<file path="config.mk">
export PLATFORM = sky130hd
export DESIGN_NAME = rr_arb_top
export DESIGN_NICKNAME = d
export VERILOG_FILES = /design/src/rtl/rr_pkg.sv /design/src/rtl/rr_arb_top.sv /design/src/rtl/rr_grant_log.sv /design/src/rtl/rr_arbiter8.sv /design/src/rtl/rr_req_slot.sv /design/src/rtl/rr_apb_regs.sv
export SDC_FILE = /design/constraint.sdc
export NUM_CORES = 1
export LEC_CHECK = 0
export BUFFER_PORTS_ARGS = -buffer_cell sky130_fd_sc_hd__buf_2
export CELL_PAD_IN_SITES_DETAIL_PLACEMENT = 1
export CELL_PAD_IN_SITES_GLOBAL_PLACEMENT = 1
export CORE_MARGIN = 4
export CORE_UTILIZATION = 51
export DETAILED_ROUTE_END_ITERATION = 8
export GPL_ROUTABILITY_DRIVEN = 0
export PLACE_DENSITY_LB_ADDON = 0.1
export RECOVER_POWER = 25
export SYNTH_ARGS = -nofsm -noshare
export SYNTH_HDL_FRONTEND = slang
export SYNTH_SLANG_ARGS = --single-unit
</file>
<file path="constraint.sdc">
create_clock -name clock -period 6.07 [get_ports clock]
set_clock_uncertainty 0.1 [all_clocks]
set_input_delay 0.9105 -clock clock [delete_from_list [all_inputs] [get_ports clock]]
set_output_delay 0.9105 -clock clock [all_outputs]
set_load 0.02 [all_outputs]
</file>
<file path="src/rtl/rr_pkg.sv">
package rr_pkg;

   localparam int num_req        = 8;
   localparam int req_idx_bits   = 3;
   localparam int slot_depth     = 2;
   localparam int log_depth      = 8;
   localparam int log_count_bits = 4;

   // register map, byte addresses on the 8-bit apb address bus.
   typedef enum logic [7:0] {
      addr_ctrl      = 8'h00,  // bit 0 is the arbitration hold.
      addr_status    = 8'h04,  // request vector and log count.
      addr_log_pop   = 8'h08,  // reading pops the grant log.
      addr_slot_base = 8'h10,  // slot 0, slots follow every four bytes.
      addr_slot_end  = 8'h2c   // slot 7, the last data slot.
   } reg_addr_e;

   typedef struct packed {
      logic        psel;
      logic        penable;
      logic        pwrite;
      logic [7:0]  paddr;
      logic [31:0] pwdata;
   } apb_req_t;

   typedef struct packed {
      logic [31:0] prdata;
      logic        pready;
      logic        pslverr;
   } apb_rsp_t;

   typedef struct packed {
      logic [req_idx_bits-1:0] idx;
      logic [7:0]              data;
   } grant_rec_t;

endpackage
</file>
<file path="src/rtl/rr_arb_top.sv">
`timescale 1ns/1ps

module rr_arb_top (
   input  logic             clock,
   input  logic             reset,
   input  rr_pkg::apb_req_t apb_in,
   output rr_pkg::apb_rsp_t apb_out
);
   import rr_pkg::*;

   logic [num_req-1:0]        push;
   logic [7:0]                push_data;
   logic [num_req-1:0]        req;
   logic [num_req-1:0]        slot_full;
   logic [num_req-1:0][7:0]   slot_head;
   logic [num_req-1:0]        grant;
   logic                      grant_valid;
   logic                      hold;
   logic                      log_pop;
   logic                      log_full;
   logic [log_count_bits-1:0] log_count;
   grant_rec_t                rec;
   grant_rec_t                log_head;

   rr_apb_regs rr_apb_regs_i (
      .clock     (clock),
      .reset     (reset),
      .apb_in    (apb_in),
      .apb_out   (apb_out),
      .req       (req),
      .slot_full (slot_full),
      .log_head  (log_head),
      .log_count (log_count),
      .push      (push),
      .push_data (push_data),
      .hold      (hold),
      .log_pop   (log_pop)
   );

   for (genvar i = 0; i < num_req; i++) begin : g_slot
      rr_req_slot rr_req_slot_i (
         .clock     (clock),
         .reset     (reset),
         .push      (push[i]),
         .push_data (push_data),
         .pop       (grant[i]),  // a granted slot gives up its head.
         .req       (req[i]),
         .full      (slot_full[i]),
         .head      (slot_head[i])
      );
   end

   rr_arbiter8 rr_arbiter8_i (
      .clock       (clock),
      .reset       (reset),
      .req         (req),
      .hold        (hold),
      .stall       (log_full),  // a full log stops arbitration.
      .slot_head   (slot_head),
      .grant       (grant),
      .grant_valid (grant_valid),
      .rec         (rec)
   );

   rr_grant_log rr_grant_log_i (
      .clock  (clock),
      .reset  (reset),
      .push   (grant_valid),
      .rec_in (rec),
      .pop    (log_pop),
      .head   (log_head),
      .full   (log_full),
      .count  (log_count)
   );

endmodule

</file>
<file path="src/rtl/rr_grant_log.sv">
`timescale 1ns/1ps

module rr_grant_log (
   input  logic                              clock,
   input  logic                              reset,
   input  logic                              push,
   input  rr_pkg::grant_rec_t                rec_in,
   input  logic                              pop,
   output rr_pkg::grant_rec_t                head,
   output logic                              full,
   output logic [rr_pkg::log_count_bits-1:0] count
);
   import rr_pkg::*;

   grant_rec_t [log_depth-1:0]     mem;
   logic [$clog2(log_depth)-1:0]   wr_ptr;
   logic [$clog2(log_depth)-1:0]   rd_ptr;
   logic                           do_push;
   logic                           do_pop;

   assign full = (count == log_count_bits'(log_depth));
   assign head = mem[rd_ptr];

   assign do_push = push & ~full;
   assign do_pop  = pop & (count != '0);

   always_ff @(posedge clock) begin
      if (do_push) begin
         mem[wr_ptr] <= rec_in;
      end
   end

   always_ff @(posedge clock or negedge reset) begin
      if (!reset) begin
         wr_ptr <= '0;
         rd_ptr <= '0;
         count  <= '0;
      end else begin
         if (do_push) begin
            wr_ptr <= wr_ptr + 1'b1;
         end
         if (do_pop) begin
            rd_ptr <= rd_ptr + 1'b1;
         end
         // a push and a pop together leave the count where it was.
         if (do_push && !do_pop) begin
            count <= count + 1'b1;
         end else if (do_pop && !do_push) begin
            count <= count - 1'b1;
         end
      end
   end

endmodule

</file>
<file path="src/rtl/rr_arbiter8.sv">
`timescale 1ns/1ps

module rr_arbiter8 (
   input  logic                                 clock,
   input  logic                                 reset,
   input  logic [rr_pkg::num_req-1:0]           req,
   input  logic                                 hold,
   input  logic                                 stall,
   input  logic [rr_pkg::num_req-1:0][7:0]      slot_head,
   output logic [rr_pkg::num_req-1:0]           grant,
   output logic                                 grant_valid,
   output rr_pkg::grant_rec_t                   rec
);
   import rr_pkg::*;

   logic [num_req-1:0]      req_eff;
   logic [req_idx_bits-1:0] last_idx;
   logic [req_idx_bits-1:0] cand;
   logic [req_idx_bits-1:0] grant_idx;
   logic                    found;

   // nothing is granted while software holds or the log is full.
   assign req_eff = req & {num_req{~(hold | stall)}};

   // the search runs downward from just below the last grant and ends on it.
   // a reset value of 0 makes the first search start at 7.
   always_comb begin
      found     = 1'b0;
      grant_idx = '0;
      cand      = '0;
      for (int k = 1; k <= num_req; k++) begin
         cand = last_idx - req_idx_bits'(k);  // k of 8 wraps back to the last index.
         if (!found && req_eff[cand]) begin
            found     = 1'b1;
            grant_idx = cand;
         end
      end
   end

   always_comb begin
      grant = '0;
      if (found) begin
         grant[grant_idx] = 1'b1;
      end
   end

   assign grant_valid = found;
   assign rec.idx     = grant_idx;
   assign rec.data    = slot_head[grant_idx];  // head of the granted slot.

   always_ff @(posedge clock or negedge reset) begin
      if (!reset) begin
         last_idx <= '0;
      end else if (found) begin
         last_idx <= grant_idx;  // an idle cycle keeps the rotation point.
      end
   end

endmodule

</file>
<file path="src/rtl/rr_req_slot.sv">
`timescale 1ns/1ps

module rr_req_slot (
   input  logic       clock,
   input  logic       reset,
   input  logic       push,
   input  logic [7:0] push_data,
   input  logic       pop,
   output logic       req,
   output logic       full,
   output logic [7:0] head
);
   import rr_pkg::*;

   logic [slot_depth-1:0][7:0]         mem;
   logic [$clog2(slot_depth)-1:0]      wr_ptr;
   logic [$clog2(slot_depth)-1:0]      rd_ptr;
   logic [$clog2(slot_depth+1)-1:0]    count;
   logic                               do_push;
   logic                               do_pop;

   assign req  = (count != '0);
   assign full = (count == slot_depth);
   assign head = mem[rd_ptr];

   assign do_push = push & ~full;
   assign do_pop  = pop & req;

   always_ff @(posedge clock) begin
      if (do_push) begin
         mem[wr_ptr] <= push_data;
      end
   end

   always_ff @(posedge clock or negedge reset) begin
      if (!reset) begin
         wr_ptr <= '0;
         rd_ptr <= '0;
         count  <= '0;
      end else begin
         if (do_push) begin
            wr_ptr <= wr_ptr + 1'b1;  // depth is a power of two, so pointers wrap.
         end
         if (do_pop) begin
            rd_ptr <= rd_ptr + 1'b1;
         end
         if (do_push && !do_pop) begin
            count <= count + 1'b1;
         end else if (do_pop && !do_push) begin
            count <= count - 1'b1;
         end
      end
   end

endmodule

</file>
<file path="src/rtl/rr_apb_regs.sv">
`timescale 1ns/1ps

module rr_apb_regs (
   input  logic                              clock,
   input  logic                              reset,
   input  rr_pkg::apb_req_t                  apb_in,
   output rr_pkg::apb_rsp_t                  apb_out,
   input  logic [rr_pkg::num_req-1:0]        req,
   input  logic [rr_pkg::num_req-1:0]        slot_full,
   input  rr_pkg::grant_rec_t                log_head,
   input  logic [rr_pkg::log_count_bits-1:0] log_count,
   output logic [rr_pkg::num_req-1:0]        push,
   output logic [7:0]                        push_data,
   output logic                              hold,
   output logic                              log_pop
);
   import rr_pkg::*;

   reg_addr_e               addr;
   logic                    access;
   logic                    wr_access;
   logic                    rd_access;
   logic                    is_slot;
   logic [7:0]              slot_off;
   logic [req_idx_bits-1:0] slot_idx;
   logic                    log_valid;

   assign addr      = reg_addr_e'(apb_in.paddr);
   assign access    = apb_in.psel & apb_in.penable;  // every access ends in its access phase.
   assign wr_access = access & apb_in.pwrite;
   assign rd_access = access & ~apb_in.pwrite;

   // slot addresses are word aligned between the first and the last slot.
   assign is_slot  = (apb_in.paddr >= addr_slot_base) && (apb_in.paddr <= addr_slot_end) &&
                     (apb_in.paddr[1:0] == 2'b00);
   assign slot_off = apb_in.paddr - addr_slot_base;
   assign slot_idx = slot_off[req_idx_bits+1:2];

   assign log_valid = (log_count != '0);
   assign push_data = apb_in.pwdata[7:0];

   always_comb begin
      push = '0;
      if (wr_access && is_slot && !slot_full[slot_idx]) begin
         push[slot_idx] = 1'b1;  // a full slot keeps what it has.
      end
   end

   assign log_pop = rd_access && (addr == addr_log_pop) && log_valid;

   always_ff @(posedge clock or negedge reset) begin
      if (!reset) begin
         hold <= 1'b0;
      end else if (wr_access && (addr == addr_ctrl)) begin
         hold <= apb_in.pwdata[0];
      end
   end

   always_comb begin
      apb_out.prdata = '0;
      if (rd_access) begin
         case (addr)
            addr_ctrl: begin
               apb_out.prdata = {31'b0, hold};
            end
            addr_status: begin
               apb_out.prdata = {20'b0, log_count, req};
            end
            addr_log_pop: begin
               if (log_valid) begin
                  apb_out.prdata = {1'b1, 20'b0, log_head.idx, log_head.data};
               end
            end
            default: begin
               apb_out.prdata = '0;  // slots are write only.
            end
         endcase
      end
   end

   assign apb_out.pready = 1'b1;

   // errors come from a full slot or a write to a read-only or unmapped address.
   assign apb_out.pslverr = wr_access &&
                            ((is_slot && slot_full[slot_idx]) ||
                             (!is_slot && (addr != addr_ctrl)));

endmodule

</file>
==> impl_metrics.toml <==
[status]
status = "finished with violations"
violations = "capacitance limit, slew limit"

[min_path]
worstHoldStart = "g_slot[4].rr_req_slot_i.wr_ptr"
worstHoldPathCells = 1
hold_end = "g_slot[4].rr_req_slot_i.wr_ptr"
hold_path.class = "flip-flop to flip-flop"

[yosys]
yosys_most_used_dff = "edfxtp_1"
yosys_warnings = 0
synth_cell_types = 67
ys_seq_area_share_pct = 61.46
synthArstFlopShare_pct = 17.56
syn_avg_cell_area_sq_um = 14.67
yosys.area.top_type = "edfxtp_1"
synth_area_leaders = "edfxtp_1 (52%), mux2i_1 (11%), dfrtp_1 (9.3%), mux4_2 (6.0%), xor2_1 (1.9%)"
synth-edff-count = 216
netlist.area_leader.share_pct = 52.20
synth_cells = 847
syn_area_sq_um = 12430
synth-seq-cells = 262

[power_and_ir_drop]
internal-power_uw = 3801
p_seq_share_pct = 44.2
worst_ir_drop_vdd_v = 0.0002665
cellPowerDensity_nw_per_um2 = 397.7
p_leak_uw = 0.004822
p_comb_share_pct = 25.0
p_switching_uw = 1728
power_frac_clock_pct = 30.8
swShare_pct = 31.25

[job]
max_cap_violations = 1

[clock_network]
cts_root_buffer = "clkbuf_16"
htree_num_levels = 1
cts_setup_buffers = 0
ctsHoldBuffers = 0
cts_tree = "built"
cts_resized = 0
clk_pin_slew_ns = 0.06
clkLatencyLatePin_ns = 0.55
numCtsBuffers = 28
cts.sinks = 262
cts.path.max_buffers = 3

[worst_setup_path]
startpoint_type = "flip-flop"
cp.required_ns = 6.20
cp_max_fo = 23
crit_path_end_kind = "flip-flop"
crit_arrival_ns = 5.48
rr_endpoint = "rr_grant_log_i.mem[46]"
r2r-start = "rr_arbiter8_i.last_idx[0]"
crit_type = "flip-flop to flip-flop"
reg2reg_slack_ns = 0.72
reg2reg_depth = 12

[detailed_routing]
wirelength_um = 28950
remaining_drc_errors = 0
via_per_inst = 5.820
wl_per_cell_um = 23.50
vias = 7170
first_pass_iters = 5
antenna_left = 0
drt_iter0_drc = 451

[timing]
finalSetupTns_ns = 0
timing.final.ws_setup_ns = 0.7220
period_share_pct = 88.10
final-max-slew-violation-count = 47
max_slew_margin_pct = -87.22
rsz0062_at_grt = "no"
hold_slack_ns = 0.4027
finalSetupViolCount = 0
tightest_slew_ns = 2.808
fin_crit_ns = 5.348
hold_viol_final = 0
fmax_ghz = 0.1870

[die]
dieWidth_um = 164.1
rows = 56
die_h_um = 164.1
die_area_sq_um = 26930
initial_utilization_pct = 52.31
core-area_sq_um = 23750
ioPinCount = 79

[grt]
grt_pass1_vias = 7905
grt_max_degree = 47
grt_pass1_wl_um = 45330
grt_remaining_overflow = 0
antenna_found_initial = 0
track_usage_pct = 22.10

[layout]
fill_cells = 2262
layout.nets = 954
syn2layout_area_growth_pct = 11.89
final_layout_size_suffix_gt1_share_pct = 17.20
antennaDiodeCount = 0

[place]
portBuffers = 34
pre_cts_slack_ns = 0.8038
dp_hpwl_um = 19640
[flip-flops by register name (all words and copies together), names as in the netlist]
name,count
rr_grant_log_i.count,4
rr_arbiter8_i.last_idx,3
g_slot.rr_req_slot_i.rd_ptr,8
rr_apb_regs_i.hold,1
rr_grant_log_i.wr_ptr,3
g_slot.rr_req_slot_i.wr_ptr,8
g_slot.rr_req_slot_i.count,16
rr_grant_log_i.rd_ptr,3
rr_grant_log_i.mem,88
g_slot.rr_req_slot_i.mem,128
[power groups by stage]
stage | combinational (uW) | clock [uW] | sequential (uW)
2_1_floorplan | 1070 | 0 | 2320
3_3_place_gp | 1320 | 0 | 2460
3_5_place_dp | 1380 | 0 | 2470
4_1_cts | 1390 | 1740 | 2440
5_1_grt | 1510 | 1830 | 2470
6_report | 1380 | 1700 | 2440
[per-layer routing]
metal,wire length [um],part of all wire [%],up-vias,global-route usage (%)
li1,-,-,3265,-
met1,12000,41,3692,28.43
met2,15200,52,170,39.99
met3,1182,4.1,43,2.785
met4,575,2.0,0,5.337
met5,0,0,-,0
[metrics by stage]
step / power, uW / utilization, % / cells / area [sq um]
2_1_floorplan: 3384 / - / 865 / 12490
3_5_place_dp: 3856 / 54.70 / 1182 / 12990
5_1_grt: 5810 / 58.53 / 1232 / 13900
3_3_place_gp: 3779 / 54.70 / 1182 / 12990
6_report: 5529 / 58.53 / 1232 / 13900
4_1_cts: 5573 / 58.59 / 1232 / 13920
[worst max-delay path, stage by stage, from the launching register on]
cell	delay, ns
dfrtp_1	0.32
buf_4	0.26
inv_2	0.17
ha_1	0.66
mux4_2	0.46
mux2_2	0.30
o31a_1	0.39
nor3b_2	0.49
a32oi_1	0.18
a41oi_4	0.57
buf_4	0.32
mux2i_1	0.14
mux2i_1	0.66
[area by class of cell]
class	instances	area, sq um	share of cell area (%)
inverter	29	108.9	0.7829
multi-input combinational	511	4463	32.10
clock buffer	33	749.5	5.391
sequential	262	7637	54.93
clock inverter	17	173.9	1.251
timing repair buffer	61	371.6	2.673
tap	319	399.1	2.871
[kinds of logic after synthesis]
logic type	Yosys count	synth area share (%)
flip-flops	262	61.46
adder cells (fa/ha/maj)	16	1.672
multiplexers	171	17.16
AND/OR/NAND/NOR	176	7.945
buffers and inverters	92	3.635
XOR/XNOR	51	3.595
other	2	0.06044
AO/OA/AOI/OAI	77	4.471
[worst max path at each step]
stage / from / end / slack, ns
final: rr_arbiter8_i.last_idx[0] / rr_grant_log_i.mem[46] / 0.72
after global routing: rr_arbiter8_i.last_idx[0] / rr_grant_log_i.mem[46] / 0.39
after CTS: rr_arbiter8_i.last_idx[0] / rr_grant_log_i.mem[46] / 0.77
after detailed placement: rr_arbiter8_i.last_idx[0] / rr_grant_log_i.mem[35] / 0.80
after global placement: rr_arbiter8_i.last_idx[0] / rr_grant_log_i.mem[51] / 0.98
after floorplan: rr_arbiter8_i.last_idx[1] / rr_grant_log_i.count[3] / 1.72
[cells in the mapped netlist (20+ instances only)]
master	number
buf_4	23
clkbuf_1	20
dfrtp_1	46
edfxtp_1	216
inv_1	27
mux2i_1	132
mux4_2	33
nand2_1	20
nor2_1	43
nor3_1	24
xnor2_1	24
xor2_1	27
[cell usage in the layout, fill, tap and decap left out, drive strengths merged, types with 3 or more instances in the layout]
cell,Yosys,layout
o31ai,4,4
o211ai,4,4
nand2,20,20
nor3,26,26
or2,9,9
edfxtp,216,216
a2111oi,4,4
xnor2,24,24
nand2b,5,5
o21a,3,3
bufinv,0,3
or3,8,8
clkbuf,22,42
or4,3,3
ha,15,15
xor2,27,27
a21oi,16,16
o21ai,10,10
o22ai,12,12
mux2,6,6
dfrtp,46,46
nand3,9,9
nand3b,4,4
and2,16,16
nor4,7,7
clkinv,0,13
nor3b,8,8
nor2,43,43
nor2b,7,7
mux2i,132,132
inv,29,30
conb,2,20
nor4b,5,5
buf,41,52
mux4,33,33
(Power assumes the default switching activity.)
